==> src/hdl/ntsc_pkg.sv <==
`default_nettype none

package ntsc_pkg;

	// bus widths
	localparam int LUMA_W   = 9;	// luma in, 512 steps
	localparam int COLOR_W  = 4;	// one bit per chroma direction
	localparam int COORD_W  = 10;	// counters and pixel coordinates
	localparam int OUT_W    = 10;	// dac word
	localparam int CHROMA_W = 9;	// scaled subcarrier, signed
	localparam int PHASE_W  = 20;	// dds accumulator

	// 50 MHz / 5 gives the 100 ns pixel tick
	localparam logic [2:0] TICK_DIV = 3'd5;

	// horizontal counts, each value is the last tick of its segment
	localparam logic [COORD_W-1:0] H_SYNC_END   = 10'd46;	// 4.7 us sync tip
	localparam logic [COORD_W-1:0] H_BP1_END    = 10'd57;	// breezeway
	localparam logic [COORD_W-1:0] H_BURST_END  = 10'd82;	// ~9 cycles of burst
	localparam logic [COORD_W-1:0] H_BP2_END    = 10'd93;
	localparam logic [COORD_W-1:0] X_OFFSET     = 10'd94;	// first visible tick
	localparam logic [COORD_W-1:0] H_ACTIVE_END = 10'd619;	// 526 visible ticks
	localparam logic [COORD_W-1:0] H_TOTAL      = 10'd634;	// 63.5 us line

	// vertical, non-interlaced, 20 lines of blanking after the picture
	localparam logic [COORD_W-1:0] Y_RES       = 10'd240;
	localparam logic [COORD_W-1:0] Y_OFFSET    = 10'd17;	// top lines hidden by overscan
	localparam logic [COORD_W-1:0] LINE_LAST   = Y_RES + 10'd19;
	localparam logic [COORD_W-1:0] VSYNC_FIRST = Y_RES + 10'd6;
	localparam logic [COORD_W-1:0] VSYNC_LAST  = Y_RES + 10'd8;

	// output levels, 205 units ~ 40 IRE
	localparam logic [OUT_W-1:0] SYNC_LEVEL  = 10'd0;	// -40 IRE
	localparam logic [OUT_W-1:0] BLANK_LEVEL = 10'd205;	// 0 IRE
	localparam logic [OUT_W-1:0] BLACK_LEVEL = 10'd256;	// luma adds on top

	// 3.579545 MHz * 2^20 / 50 MHz = 75068.5
	localparam logic [PHASE_W-1:0] PHASE_STEP = 20'd75069;

	// saturation, 127 * 205 / 256 ~ 102 units peak
	localparam logic [7:0] COLOR_SCALE = 8'd205;

	// segment of the current line, in horizontal order
	typedef enum logic [2:0] {
		SEG_HSYNC,
		SEG_PORCH_A,
		SEG_BURST,
		SEG_PORCH_B,
		SEG_ACTIVE,
		SEG_FRONT
	} line_seg_e;

	// what the current line carries
	typedef enum logic [1:0] {
		LINE_ACTIVE,
		LINE_BLANK,
		LINE_VSYNC
	} line_kind_e;

endpackage

`default_nettype wire

==> src/hdl/raster_timing.sv <==
`default_nettype none

module raster_timing (
	input  logic                          clock_in,
	input  logic                          rst_n,
	output logic                          pixel_tick,	// one clock in five
	output ntsc_pkg::line_seg_e           seg,
	output ntsc_pkg::line_kind_e          kind,
	output logic                          pixel_req,	// strobe, pixel at x/y wanted
	output logic [ntsc_pkg::COORD_W-1:0]  x_coord,
	output logic [ntsc_pkg::COORD_W-1:0]  y_coord
);

	import ntsc_pkg::*;

	logic [2:0]         div_cnt;	// 0..4
	logic [COORD_W-1:0] h_cnt;	// ticks within the line
	logic [COORD_W-1:0] line_cnt;	// line within the frame
	logic [COORD_W-1:0] h_next;
	logic [COORD_W-1:0] line_next;
	logic               line_end;
	logic               req_next;	// next count wants a pixel

	// segment decode on a horizontal count
	function automatic line_seg_e seg_of(input logic [COORD_W-1:0] h);
		if (h <= H_SYNC_END)
			return SEG_HSYNC;
		else if (h <= H_BP1_END)
			return SEG_PORCH_A;
		else if (h <= H_BURST_END)
			return SEG_BURST;
		else if (h <= H_BP2_END)
			return SEG_PORCH_B;
		else if (h <= H_ACTIVE_END)
			return SEG_ACTIVE;
		else
			return SEG_FRONT;
	endfunction

	function automatic line_kind_e kind_of(input logic [COORD_W-1:0] ln);
		if (ln < Y_RES)
			return LINE_ACTIVE;
		else if (ln >= VSYNC_FIRST && ln <= VSYNC_LAST)
			return LINE_VSYNC;	// serrated vsync, polarity flipped
		else
			return LINE_BLANK;
	endfunction

	// y is frozen at 0 over the overscan lines
	function automatic logic [COORD_W-1:0] y_of(input logic [COORD_W-1:0] ln);
		if (ln > Y_OFFSET && ln < Y_RES)
			return ln - Y_OFFSET;
		else
			return '0;
	endfunction

	// tick divider, tick is registered so it lands on the 5th clock
	always_ff @(posedge clock_in or negedge rst_n)
	begin
		if (!rst_n)
		begin
			div_cnt    <= '0;
			pixel_tick <= 1'b0;
		end
		else if (div_cnt == TICK_DIV - 3'd1)
		begin
			div_cnt    <= '0;
			pixel_tick <= 1'b1;
		end
		else
		begin
			div_cnt    <= div_cnt + 3'd1;
			pixel_tick <= 1'b0;
		end
	end

	assign line_end  = (h_cnt == H_TOTAL);
	assign h_next    = line_end ? '0 : h_cnt + 10'd1;
	assign line_next = !line_end ? line_cnt :
		(line_cnt == LINE_LAST) ? '0 : line_cnt + 10'd1;	// wrap at end of frame

	assign req_next = (h_next >= X_OFFSET) && (h_next <= H_ACTIVE_END)
		&& (kind_of(line_next) == LINE_ACTIVE);

	// encoder samples these on the tick, before the counts move
	assign seg  = seg_of(h_cnt);
	assign kind = kind_of(line_cnt);

	always_ff @(posedge clock_in or negedge rst_n)
	begin
		if (!rst_n)
		begin
			h_cnt     <= '0;
			line_cnt  <= '0;
			pixel_req <= 1'b0;
			x_coord   <= '0;
			y_coord   <= '0;
		end
		else
		begin
			pixel_req <= pixel_tick && req_next;	// single clock strobe
			if (pixel_tick)
			begin
				h_cnt    <= h_next;
				line_cnt <= line_next;
				if (req_next)
				begin
					x_coord <= h_next - X_OFFSET;	// 0..525
					y_coord <= y_of(line_next);
				end
				else
				begin
					x_coord <= '0;	// outside the window
					y_coord <= '0;
				end
			end
		end
	end

endmodule

`default_nettype wire

==> src/hdl/sine_quad_rom.sv <==
`default_nettype none

module sine_quad_rom (
	input  logic              [7:0] phase_a,
	input  logic              [7:0] phase_b,
	output logic signed       [7:0] sine_a,
	output logic signed       [7:0] sine_b
);

	// first quadrant, 127 * sin(pi * k / 128) rounded, k = 0..64
	localparam logic [6:0] QUARTER [65] = '{
		7'd0,   7'd3,   7'd6,   7'd9,   7'd12,  7'd16,  7'd19,  7'd22,
		7'd25,  7'd28,  7'd31,  7'd34,  7'd37,  7'd40,  7'd43,  7'd46,
		7'd49,  7'd51,  7'd54,  7'd57,  7'd60,  7'd63,  7'd65,  7'd68,
		7'd71,  7'd73,  7'd76,  7'd78,  7'd81,  7'd83,  7'd85,  7'd88,
		7'd90,  7'd92,  7'd94,  7'd96,  7'd98,  7'd100, 7'd102, 7'd104,
		7'd106, 7'd107, 7'd109, 7'd111, 7'd112, 7'd113, 7'd115, 7'd116,
		7'd117, 7'd118, 7'd120, 7'd121, 7'd122, 7'd122, 7'd123, 7'd124,
		7'd125, 7'd125, 7'd126, 7'd126, 7'd126, 7'd127, 7'd127, 7'd127,
		7'd127
	};

	// fold 256 phases onto the quarter table
	// bit 6 mirrors the index, bit 7 flips the sign
	function automatic logic signed [7:0] fold(input logic [7:0] ph);
		logic [6:0]        idx;
		logic [6:0]        mag;
		logic signed [7:0] pos;
		idx = ph[6] ? (7'd64 - {1'b0, ph[5:0]}) : {1'b0, ph[5:0]};	// 64 reached at 90 deg
		mag = QUARTER[idx];
		pos = {1'b0, mag};
		return ph[7] ? -pos : pos;	// lower half of the wave
	endfunction

	// two independent read ports, purely combinational
	assign sine_a = fold(phase_a);
	assign sine_b = fold(phase_b);

endmodule

`default_nettype wire

==> src/hdl/subcarrier_dds.sv <==
`default_nettype none

module subcarrier_dds (
	input  logic                                clock_in,
	input  logic                                rst_n,
	output logic signed [ntsc_pkg::CHROMA_W-1:0] chroma_u,	// burst phase
	output logic signed [ntsc_pkg::CHROMA_W-1:0] chroma_v	// 90 deg ahead of u
);

	import ntsc_pkg::*;

	localparam logic signed [8:0] SCALE_S = {1'b0, COLOR_SCALE};	// positive, signed multiply

	logic [PHASE_W-1:0] phase_acc;
	logic [7:0]         phase_u;
	logic [7:0]         phase_v;
	logic signed [7:0]  sine_u;
	logic signed [7:0]  sine_v;
	logic signed [15:0] prod_u;	// |127 * 205| fits in 16 bits
	logic signed [15:0] prod_v;

	// free running, never cleared except by reset
	always_ff @(posedge clock_in or negedge rst_n)
	begin
		if (!rst_n)
			phase_acc <= '0;
		else
			phase_acc <= phase_acc + PHASE_STEP;
	end

	assign phase_u = phase_acc[PHASE_W-1:PHASE_W-8];	// top byte addresses the rom
	assign phase_v = phase_u + 8'd64;	// quarter turn

	sine_quad_rom u_sine_rom (
		.phase_a (phase_u),
		.phase_b (phase_v),
		.sine_a  (sine_u),
		.sine_b  (sine_v)
	);

	// saturation scaling
	assign prod_u = sine_u * SCALE_S;
	assign prod_v = sine_v * SCALE_S;

	// keep the top byte, sign extended to 9 bits, about +/-102
	assign chroma_u = {prod_u[15], prod_u[15:8]};
	assign chroma_v = {prod_v[15], prod_v[15:8]};

endmodule

`default_nettype wire

==> src/hdl/composite_encoder.sv <==
`default_nettype none

module composite_encoder (
	input  logic                                 clock_in,
	input  logic                                 rst_n,
	input  logic                                 pixel_tick,
	input  ntsc_pkg::line_seg_e                  seg,
	input  ntsc_pkg::line_kind_e                 kind,
	input  logic [ntsc_pkg::LUMA_W-1:0]          luma,
	input  logic [ntsc_pkg::COLOR_W-1:0]         color,
	input  logic signed [ntsc_pkg::CHROMA_W-1:0] chroma_u,
	input  logic signed [ntsc_pkg::CHROMA_W-1:0] chroma_v,
	output logic [ntsc_pkg::OUT_W-1:0]           composite_out,
	output logic                                 sync_out	// low while at sync tip
);

	import ntsc_pkg::*;

	logic [OUT_W-1:0]   level_q;	// sync / blank / black + luma
	logic               burst_en;
	logic               color_en;
	logic [COLOR_W-1:0] color_q;
	logic [OUT_W-1:0]   u_ext;	// sign extended to dac width
	logic [OUT_W-1:0]   v_ext;
	logic [OUT_W-1:0]   chroma_sel;
	logic [OUT_W-1:0]   burst_term;
	logic [OUT_W-1:0]   color_term;

	// base level for one tick
	function automatic logic [OUT_W-1:0] level_of(
		input line_seg_e         s,
		input line_kind_e        k,
		input logic [LUMA_W-1:0] y
	);
		if (k == LINE_VSYNC)
			return (s == SEG_HSYNC) ? BLANK_LEVEL : SYNC_LEVEL;	// inverted polarity
		else if (s == SEG_HSYNC)
			return SYNC_LEVEL;
		else if (s == SEG_ACTIVE && k == LINE_ACTIVE)
			return BLACK_LEVEL + {1'b0, y};	// max 767, no overflow
		else
			return BLANK_LEVEL;
	endfunction

	// sample segment, line kind and pixel once per tick
	always_ff @(posedge clock_in or negedge rst_n)
	begin
		if (!rst_n)
		begin
			level_q  <= SYNC_LEVEL;
			burst_en <= 1'b0;
			color_en <= 1'b0;
		end
		else if (pixel_tick)
		begin
			level_q  <= level_of(seg, kind, luma);
			burst_en <= (seg == SEG_BURST) && (kind != LINE_VSYNC);
			color_en <= (seg == SEG_ACTIVE) && (kind == LINE_ACTIVE);
		end
	end

	// color code travels with the luma sample
	always_ff @(posedge clock_in)
	begin
		if (pixel_tick)
			color_q <= color;
	end

	assign u_ext = {chroma_u[CHROMA_W-1], chroma_u};
	assign v_ext = {chroma_v[CHROMA_W-1], chroma_v};

	// +u, +v, -u, -v per color bit, opposite bits cancel
	always_comb
	begin
		chroma_sel = '0;
		if (color_q[0])
			chroma_sel = chroma_sel + u_ext;
		if (color_q[1])
			chroma_sel = chroma_sel + v_ext;
		if (color_q[2])
			chroma_sel = chroma_sel - u_ext;
		if (color_q[3])
			chroma_sel = chroma_sel - v_ext;
	end

	assign burst_term = burst_en ? u_ext : '0;	// burst is u only
	assign color_term = color_en ? chroma_sel : '0;

	// subcarrier is live, so the sum is registered every clock
	always_ff @(posedge clock_in or negedge rst_n)
	begin
		if (!rst_n)
		begin
			composite_out <= '0;
			sync_out      <= 1'b0;
		end
		else
		begin
			composite_out <= level_q + burst_term + color_term;	// wraps at 10 bits
			sync_out      <= (level_q != SYNC_LEVEL);
		end
	end

endmodule

`default_nettype wire

==> src/hdl/ntsc_composite_top.sv <==
`default_nettype none

module ntsc_composite_top (
	input  logic                          clock_in,	// 50 MHz
	input  logic                          rst_n,
	input  logic [ntsc_pkg::LUMA_W-1:0]   luma,
	input  logic [ntsc_pkg::COLOR_W-1:0]  color,
	output logic                          pixel_req,
	output logic [ntsc_pkg::COORD_W-1:0]  x_coord,
	output logic [ntsc_pkg::COORD_W-1:0]  y_coord,
	output logic [ntsc_pkg::OUT_W-1:0]    composite_out,	// to the dac
	output logic                          sync_out
);

	import ntsc_pkg::*;

	logic                       pixel_tick;
	line_seg_e                  seg;
	line_kind_e                 kind;
	logic signed [CHROMA_W-1:0] chroma_u;
	logic signed [CHROMA_W-1:0] chroma_v;

	// raster counters and pixel requests
	raster_timing u_timing (
		.clock_in   (clock_in),
		.rst_n      (rst_n),
		.pixel_tick (pixel_tick),
		.seg        (seg),
		.kind       (kind),
		.pixel_req  (pixel_req),
		.x_coord    (x_coord),
		.y_coord    (y_coord)
	);

	// color subcarrier, free running from reset
	subcarrier_dds u_dds (
		.clock_in (clock_in),
		.rst_n    (rst_n),
		.chroma_u (chroma_u),
		.chroma_v (chroma_v)
	);

	composite_encoder u_encoder (
		.clock_in      (clock_in),
		.rst_n         (rst_n),
		.pixel_tick    (pixel_tick),
		.seg           (seg),
		.kind          (kind),
		.luma          (luma),
		.color         (color),
		.chroma_u      (chroma_u),
		.chroma_v      (chroma_v),
		.composite_out (composite_out),
		.sync_out      (sync_out)
	);

endmodule

`default_nettype wire

==> config.mk <==
export PLATFORM = sky130hd
export DESIGN_NAME = ntsc_composite_top
export DESIGN_NICKNAME = d
export VERILOG_FILES = /design/src/hdl/ntsc_pkg.sv /design/src/hdl/raster_timing.sv /design/src/hdl/sine_quad_rom.sv /design/src/hdl/subcarrier_dds.sv /design/src/hdl/composite_encoder.sv /design/src/hdl/ntsc_composite_top.sv
export SDC_FILE = /design/constraint.sdc
export NUM_CORES = 1
export LEC_CHECK = 0
export BUFFER_PORTS_ARGS = -buffer_cell sky130_fd_sc_hd__clkbuf_2
export CAP_MARGIN = 20
export CORE_ASPECT_RATIO = 1.4
export CORE_UTILIZATION = 55
export CTS_CLUSTER_SIZE = 14
export DETAILED_ROUTE_END_ITERATION = 6
export GPL_TIMING_DRIVEN = 0
export HOLD_SLACK_MARGIN = 0.02
export PLACE_DENSITY = 0.7
export SYNTH_ARGS = -nofsm -noshare
export SYNTH_HDL_FRONTEND = slang
export SYNTH_HIERARCHICAL = 1
export SYNTH_SLANG_ARGS = --single-unit
==> constraint.sdc <==
create_clock -name clock_in -period 28.9 [get_ports clock_in]
set_input_delay 2.89 -clock clock_in [delete_from_list [all_inputs] [get_ports clock_in]]
set_output_delay 2.89 -clock clock_in [all_outputs]
set_load 0.01 [all_outputs]
==> results of run 1 <==
power groups by stage:
stage	Sequential (W)	Clock (W)	Combinational (W)
2_1_floorplan	0.000132	0	0.0000000113
3_3_place_gp	0.000132	0	0.00000362
3_5_place_dp	0.000132	0	0.00000423
4_1_cts	0.000129	0.000124	0.00000424
5_1_grt	0.000129	0.000128	0.00000457
6_report	0.000129	0.000121	0.00000397
flip-flops by register name (all words and copies together) (netlist names):
register                 cells
u_dds/phase_acc             20
u_encoder/level_q           10
u_encoder/burst_en           1
u_encoder/color_q            4
u_encoder/color_en           1
u_timing/line_cnt           10
u_timing/x_coord            10
u_encoder/sync_out           1
u_timing/h_cnt              10
u_timing/y_coord            10
u_timing/pixel_req           1
u_encoder/composite_out     10
u_timing/pixel_tick          1
u_timing/div_cnt             3
worst register-to-register path, delay by kind of cell (launching register included):
family | cells | cell delay [ps]
adders and majority gates | 12 | 4810
AOI/OAI and AO/OA | 15 | 3370
and+or+nand+nor | 9 | 1730
xor gates and xnor gates | 7 | 1360
DFF | 1 | 920
buffers and inverters | 5 | 870
muxes | 2 | 490
metrics by stage:
step           hold slack [ps]  std cells  cell area, um2
2_1_floorplan              429       1456           12100
3_3_place_gp               451       1794           12700
3_5_place_dp               453       1795           12700
4_1_cts                    469       1811           13000
5_1_grt                    493       1811           13000
6_report                   467       1811           13000
cell usage in the layout (no fill, tap or decap), types with 11 or more instances in the layout:
cell type	count
o22ai_1	11
fa_1	37
o21ai_1	13
nor2_1	83
a211oi_1	17
a31oi_1	20
nand3_1	35
clkbuf_2	46
clkbuf_1	40
o21ai_0	79
and3_1	12
xor2_1	45
a21o_1	13
dfrtp_1	88
buf_2	16
nand2_1	120
ha_1	145
nor2b_1	22
nand2b_1	18
o2bb2ai_1	12
mux2_2	12
xnor2_1	71
nor3_1	53
inv_1	144
o31ai_1	15
a21oi_1	79
logic make-up (layout without fill, tap and decap cells):
| kind of cell | count (synthesis) | in the layout | share of synthesized area, % |
|---|---|---|---|
| AO/OA/AOI/OAI | 387 | 387 | 22.3 |
| AND/OR/NAND/NOR | 433 | 433 | 18.7 |
| XOR/XNOR | 120 | 120 | 8.95 |
| adder cells (fa/ha/maj) | 184 | 184 | 21.3 |
| flip-flops | 92 | 92 | 19.2 |
| multiplexers | 21 | 21 | 1.95 |
| buffers and inverters | 219 | 282 | 7.54 |
cell type report:
class / instances / area, um2 / area share [%]
well taps: 292 / 365 / 2.81
clock inverters: 5 / 38.8 / 0.298
repair buffers: 47 / 260 / 2.00
flip-flops and latches: 92 / 2320 / 17.9
clock buffers: 11 / 264 / 2.03
multi-input cells: 1145 / 8840 / 68.0
inverters: 149 / 559 / 4.30
plain buffers: 70 / 352 / 2.70
path summary, 6_finish.rpt:
check                                              startpoint                                    to  slack (ps)  cells after the start
worst max-delay path            u_dds/phase_acc[12]$_DFF_PN0_  u_encoder/composite_out[9]$_DFF_PN0_       15250                     50
worst min-delay path            u_timing/div_cnt[0]$_DFF_PN0_         u_timing/div_cnt[0]$_DFF_PN0_         470                      1
worst max register to register  u_dds/phase_acc[12]$_DFF_PN0_  u_encoder/composite_out[9]$_DFF_PN0_       15250                     50
worst min register to register  u_timing/div_cnt[0]$_DFF_PN0_         u_timing/div_cnt[0]$_DFF_PN0_         470                      1
max in group asynchronous                               rst_n       u_timing/y_coord[8]$_DFFE_PN0P_       25740                      2
min in group asynchronous                               rst_n  u_encoder/composite_out[9]$_DFF_PN0_        2510                      1
layer usage:
layer / wire length [um] / share of wire [%]
met5: 0 / 0
met3: 800 / 2.8
met2: 14700 / 51
met1: 12300 / 43
met4: 883 / 3.1
==> qor.txt, run 1 <==
total grt overflow - 0
Avg Vias per Cell - 5.92
Req. time, crit path - 29180 ps
# rows - 63
Pre-antenna DRT Iters - 6
Routed WL - 28700 um
CP max-delay cell - dfrtp_1
I/O pin count - 47
Tmin final - 13650 ps
global routing's busiest layer - met2
Final Max Tran Viols - 0
grt met2 use - 49.7%
P_sw - 0.0000573 W
Worst setup EP type - flop
cts repair resizes - 0
status - complete, no violations
Mapped Area - 12100 um2
fin nets - 1711
Most common cell on crit path - ha_1
Setup Skew - 7.37 ps
hold_buf cts - 0
largest net degree at the start of global routing - 59
fmax - 0.0733 GHz
worst-case clock buffer depth - 2
initial antenna violation count - 0
Port Buf Inserts - 46
Worst Setup Start Kind - flop
Worst Path Max Fanout - 19
post-synth net total - 1653
number of CTS-inserted buffers - 9
count leader, synth - ha_1
pre-CTS setup slack - 15450 ps
die width - 127 um
WP data arrival - 13930 ps
Post-Syn Area per Cell - 8.29 um2
cell internal pwr - 0.000197 W
CORE AREA - 21400 um2
Clk pin slew, worst setup/hold paths - 70 ps
1st-iter DRT viols - 583
number of enable flip-flop cells after synthesis - 4
combinational power share - 1.6%
Final Cycle Share - 47.2%
final setup margin - 15250 ps
vias in the first global route - 10355
RePlAce Congestion - 0.955
library cells used by synthesis - 113
first-pass GRT wire length - 48800 um
switch share - 22.5%
share of the synthesized area in the top cell type - 18.2%
setup_tns - 0 ps
fraction of layout cells with a size suffix above 1 - 11.0%
worst path buffer plus inverter count - 5
H-tree depth - 3
Fillers - 1974
Max IR drop VDD - 0.0307 mV
die area - 22600 um2
Synth Instances - 1456
CP Class - flop to flop
largest area contributor in the netlist - dfrtp_1
residual DRC count - 0
sequential share of power - 50.9%
Worst-Margin Slew - 891 ps
CTS tree - built
Initial Util - 56.5%
Vias - 10727
sequential area share after synthesis - 19.2%
root buf cell - clkbuf_16
met1 Use GR - 31.1%
clk sinks - 92
wire length per cell - 15.8 um
clock network power share - 47.6%
async set-reset flop share out of synthesis - 95.7%
DP HPWL - 22900 um
CP delay by family, top - adder cells
RSZ-0062 raised after global routing - no
Routed Antenna Nets - 0
Yosys Warn Count - 6
Tot GR Track Use - 26.5%
total setup buffers inserted after CTS - 0
Commonest cells post-synth - 145 x ha_1, 144 x inv_1, 120 x nand2_1
Die Ht - 177 um
Worst-Skew Late Latency - 350 ps
PwrDens - 19.6 nW/um2
P&R area growth vs syn - 7.69%
antenna cells - 0
Hold Violations, Final - 0
worst min-delay path category - flop to flop
synth top area cells - dfrtp_1 18%, ha_1 15%, fa_1 6.1%, xnor2_1 5.2%, inv_1 4.5%
slowest stage delay, CP - 920 ps
final setup fails - 0
grt met3 use - 2.65%
Layout Utilization - 60.9%
Slew headroom - 40.6%
overall power after layout - 0.000255 W
Max-Cap Viols - 0
Pleak - 6.15 nW
ys flop type - dfrtp_1
Synth Register Bits - 92
No activity file was read; power rests on OpenSTA's default activity.
==> inputs of run 2 (changes only) <==
- clock period: 28.9 -> 14.1 ns (I/O delays scaled with it)
==> run 2 against run 1 <==
  * Hold slack hardly changed
  * Sequential power is 110% higher
  * Non-clock buffer count stayed put
  * Critical path depth is 1 lower
  * Die area stayed put
  * Flip-flop and latch count stayed put
  * Clock power is 100% higher
  * Cell count stayed put
  * Largest power group unchanged
==> qor.txt, run 2 (synthesis gave the netlist of run 1 again) <==
switch share - 22.3% (-0.14 points)
Worst setup EP type - flop
CORE AREA - 21400 um2 (unchanged)
Placed Instances - 1795 (unchanged)
Pleak - 6.15 nW (about the same)
Req. time, crit path - 14380 ps (-14800 ps)
WP data arrival - 13380 ps (-550 ps)
DP HPWL - 22900 um (unchanged)
CP Class - flop to flop
Die Ht - 177 um (unchanged)
largest net degree at the start of global routing - 59 (unchanged)
combinational power share - 1.6% (about the same)
antenna cells - 0 (unchanged)
Tmin final - 13100 ps (-548 ps)
Biggest register - u_dds/phase_acc
Final Cycle Share - 92.9% (+46 points)
max reg flops - 20 (unchanged)
Worst setup startpoint - u_dds/phase_acc[12]$_DFF_PN0_
commonest cells after routing, fill and taps aside - 145 x ha_1, 144 x inv_1, 120 x nand2_1, 87 x dfrtp_1, 83 x nor2_1
cell internal pwr - 0.000404 W (+100%)
Max-Cap Viols - 0 (unchanged)
Routed Antenna Nets - 0 (unchanged)
number of CTS-inserted buffers - 9 (unchanged)
wire length per cell - 15.9 um (+0.25%)
initial antenna violation count - 0 (unchanged)
Setup Skew - 6.88 ps (-0.499 ps)
Routed WL - 28800 um (+0.25%)
setup_tns - 0 ps (unchanged)
Worst-Skew Late Latency - 350 ps (about the same)
RSZ-0062 raised after global routing - no
CP max-delay cell - dfrtp_2
Layout Utilization - 61.0% (+0.094 points)
PwrDens - 40.0 nW/um2 (+100%)
Worst Path Max Fanout - 19 (unchanged)
commonest non-fill, non-tap cell in the layout - ha_1
hold slack - 467 ps (-0.0470 ps)
I/O pin count - 47 (unchanged)
first-pass GRT wire length - 48800 um (unchanged)
Most common cell on crit path - ha_1
die area - 22600 um2 (unchanged)
status - complete, no violations
worst min-delay path category - flop to flop
fin nets - 1711 (unchanged)
worst-case clock buffer depth - 2 (unchanged)
Max IR drop VDD - 0.0629 mV (+110%)
sequential share of power - 50.9% (about the same)
RR Startpoint - u_dds/phase_acc[12]$_DFF_PN0_
Worst Setup Start Kind - flop
Worst-Margin Slew - 819 ps (-72.1 ps)
fraction of layout cells with a size suffix above 1 - 11.3% (+0.26 points)
Avg Vias per Cell - 5.93 (about the same)
Final Max Tran Viols - 0 (unchanged)
vias in the first global route - 10355 (unchanged)
Non-Filler Instances - 1811 (unchanged)
fmax - 0.0763 GHz (+4.2%)
Hold Violations, Final - 0 (unchanged)
1st-iter DRT viols - 554 (-5.0%)
clk sinks - 92 (unchanged)
P&R area growth vs syn - 7.86%
RePlAce Congestion - 0.955 (unchanged)
overall power after layout - 0.000521 W (+100%)
CTS tree - built
die width - 127 um (unchanged)
Slew headroom - 45.2% (+4.6 points)
# rows - 63 (unchanged)
slowest stage delay, CP - 680 ps (-240 ps)
Initial Util - 56.5% (unchanged)
H-tree depth - 3 (unchanged)
total grt overflow - 0 (unchanged)
final setup fails - 0 (unchanged)
root buf cell - clkbuf_16
Vias - 10734 (+0.065%)
hold_buf cts - 0 (unchanged)
Port Buf Inserts - 46 (unchanged)
Clk pin slew, worst setup/hold paths - 70 ps (about the same)
clock network power share - 47.5% (about the same)
Pre-antenna DRT Iters - 7 (+1)
Hold Crit Start - u_timing/div_cnt[0]$_DFF_PN0_
P_sw - 0.000116 W (+100%)
Tot GR Track Use - 26.5% (unchanged)
residual DRC count - 0 (unchanged)
[run 2: what timing repair did]
item | CTS | global route
buffers inserted | 0 | 0
setup endpoints to repair | 0 | 3
gates resized for setup | 0 | 4
[run 2: cell type report]
| class | count | area, um2 |
|---|---|---|
| clock inverter | 5 | 38.8 |
| inverter | 149 | 559 |
| sequential | 92 | 2320 |
| multi-input combinational | 1145 | 8860 |
| buffer | 70 | 352 |
| fill | 1968 | 8340 |
| clock buffer | 11 | 264 |
| timing repair buffer | 47 | 260 |
| tap | 292 | 365 |
[run 2: worst max-delay path: cells and delay by family, from the launching register on]
family          cells  cell delay (ps)
fa+ha+maj          14             4610
buf+inv             4              700
flops               1              680
mux                 2              650
compound gates     15             3570
simple gates        7             1670
xor+xnor            7             1110
[run 2: metrics by stage]
stage / area [um2] / worst slack (ps)
after floorplan: 12100 / 2670
after global placement: 12700 / 684
after detailed placement: 12700 / 646
after CTS: 13000 / 582
after global routing: 13000 / 19.7
final: 13000 / 1000
[run 2: power by group through the flow]
| stage | logic [W] | registers, W | clock network, W |
|---|---|---|---|
| after floorplan | 0.0000000184 | 0.000271 | 0 |
| after global placement | 0.00000742 | 0.000271 | 0 |
| after detailed placement | 0.00000866 | 0.000270 | 0 |
| after CTS | 0.00000868 | 0.000265 | 0.000255 |
| after global routing | 0.00000937 | 0.000265 | 0.000263 |
| final | 0.00000813 | 0.000265 | 0.000247 |
[run 2: worst paths after layout]
kind                                                   endpoint  slack (ps)  depth (start not counted)
max                        u_encoder/composite_out[9]$_DFF_PN0_        1000                         49
max in group asynchronous         u_dds/phase_acc[12]$_DFF_PN0_       12400                          2
min in group asynchronous  u_encoder/composite_out[9]$_DFF_PN0_        1030                          1
max reg2reg                u_encoder/composite_out[9]$_DFF_PN0_        1000                         49
min                               u_timing/div_cnt[0]$_DFF_PN0_         470                          1
min reg2reg                       u_timing/div_cnt[0]$_DFF_PN0_         470                          1
[run 2: per-layer routing]
metal | vias to the layer above | global-route usage, % | part of all wire (%)
li1 | 5307 | - | -
met1 | 5109 | 31.1 | 42
met2 | 256 | 49.7 | 52
met3 | 62 | 2.65 | 3.0
met4 | 0 | 9.72 | 3.0
met5 | - | 0 | 0
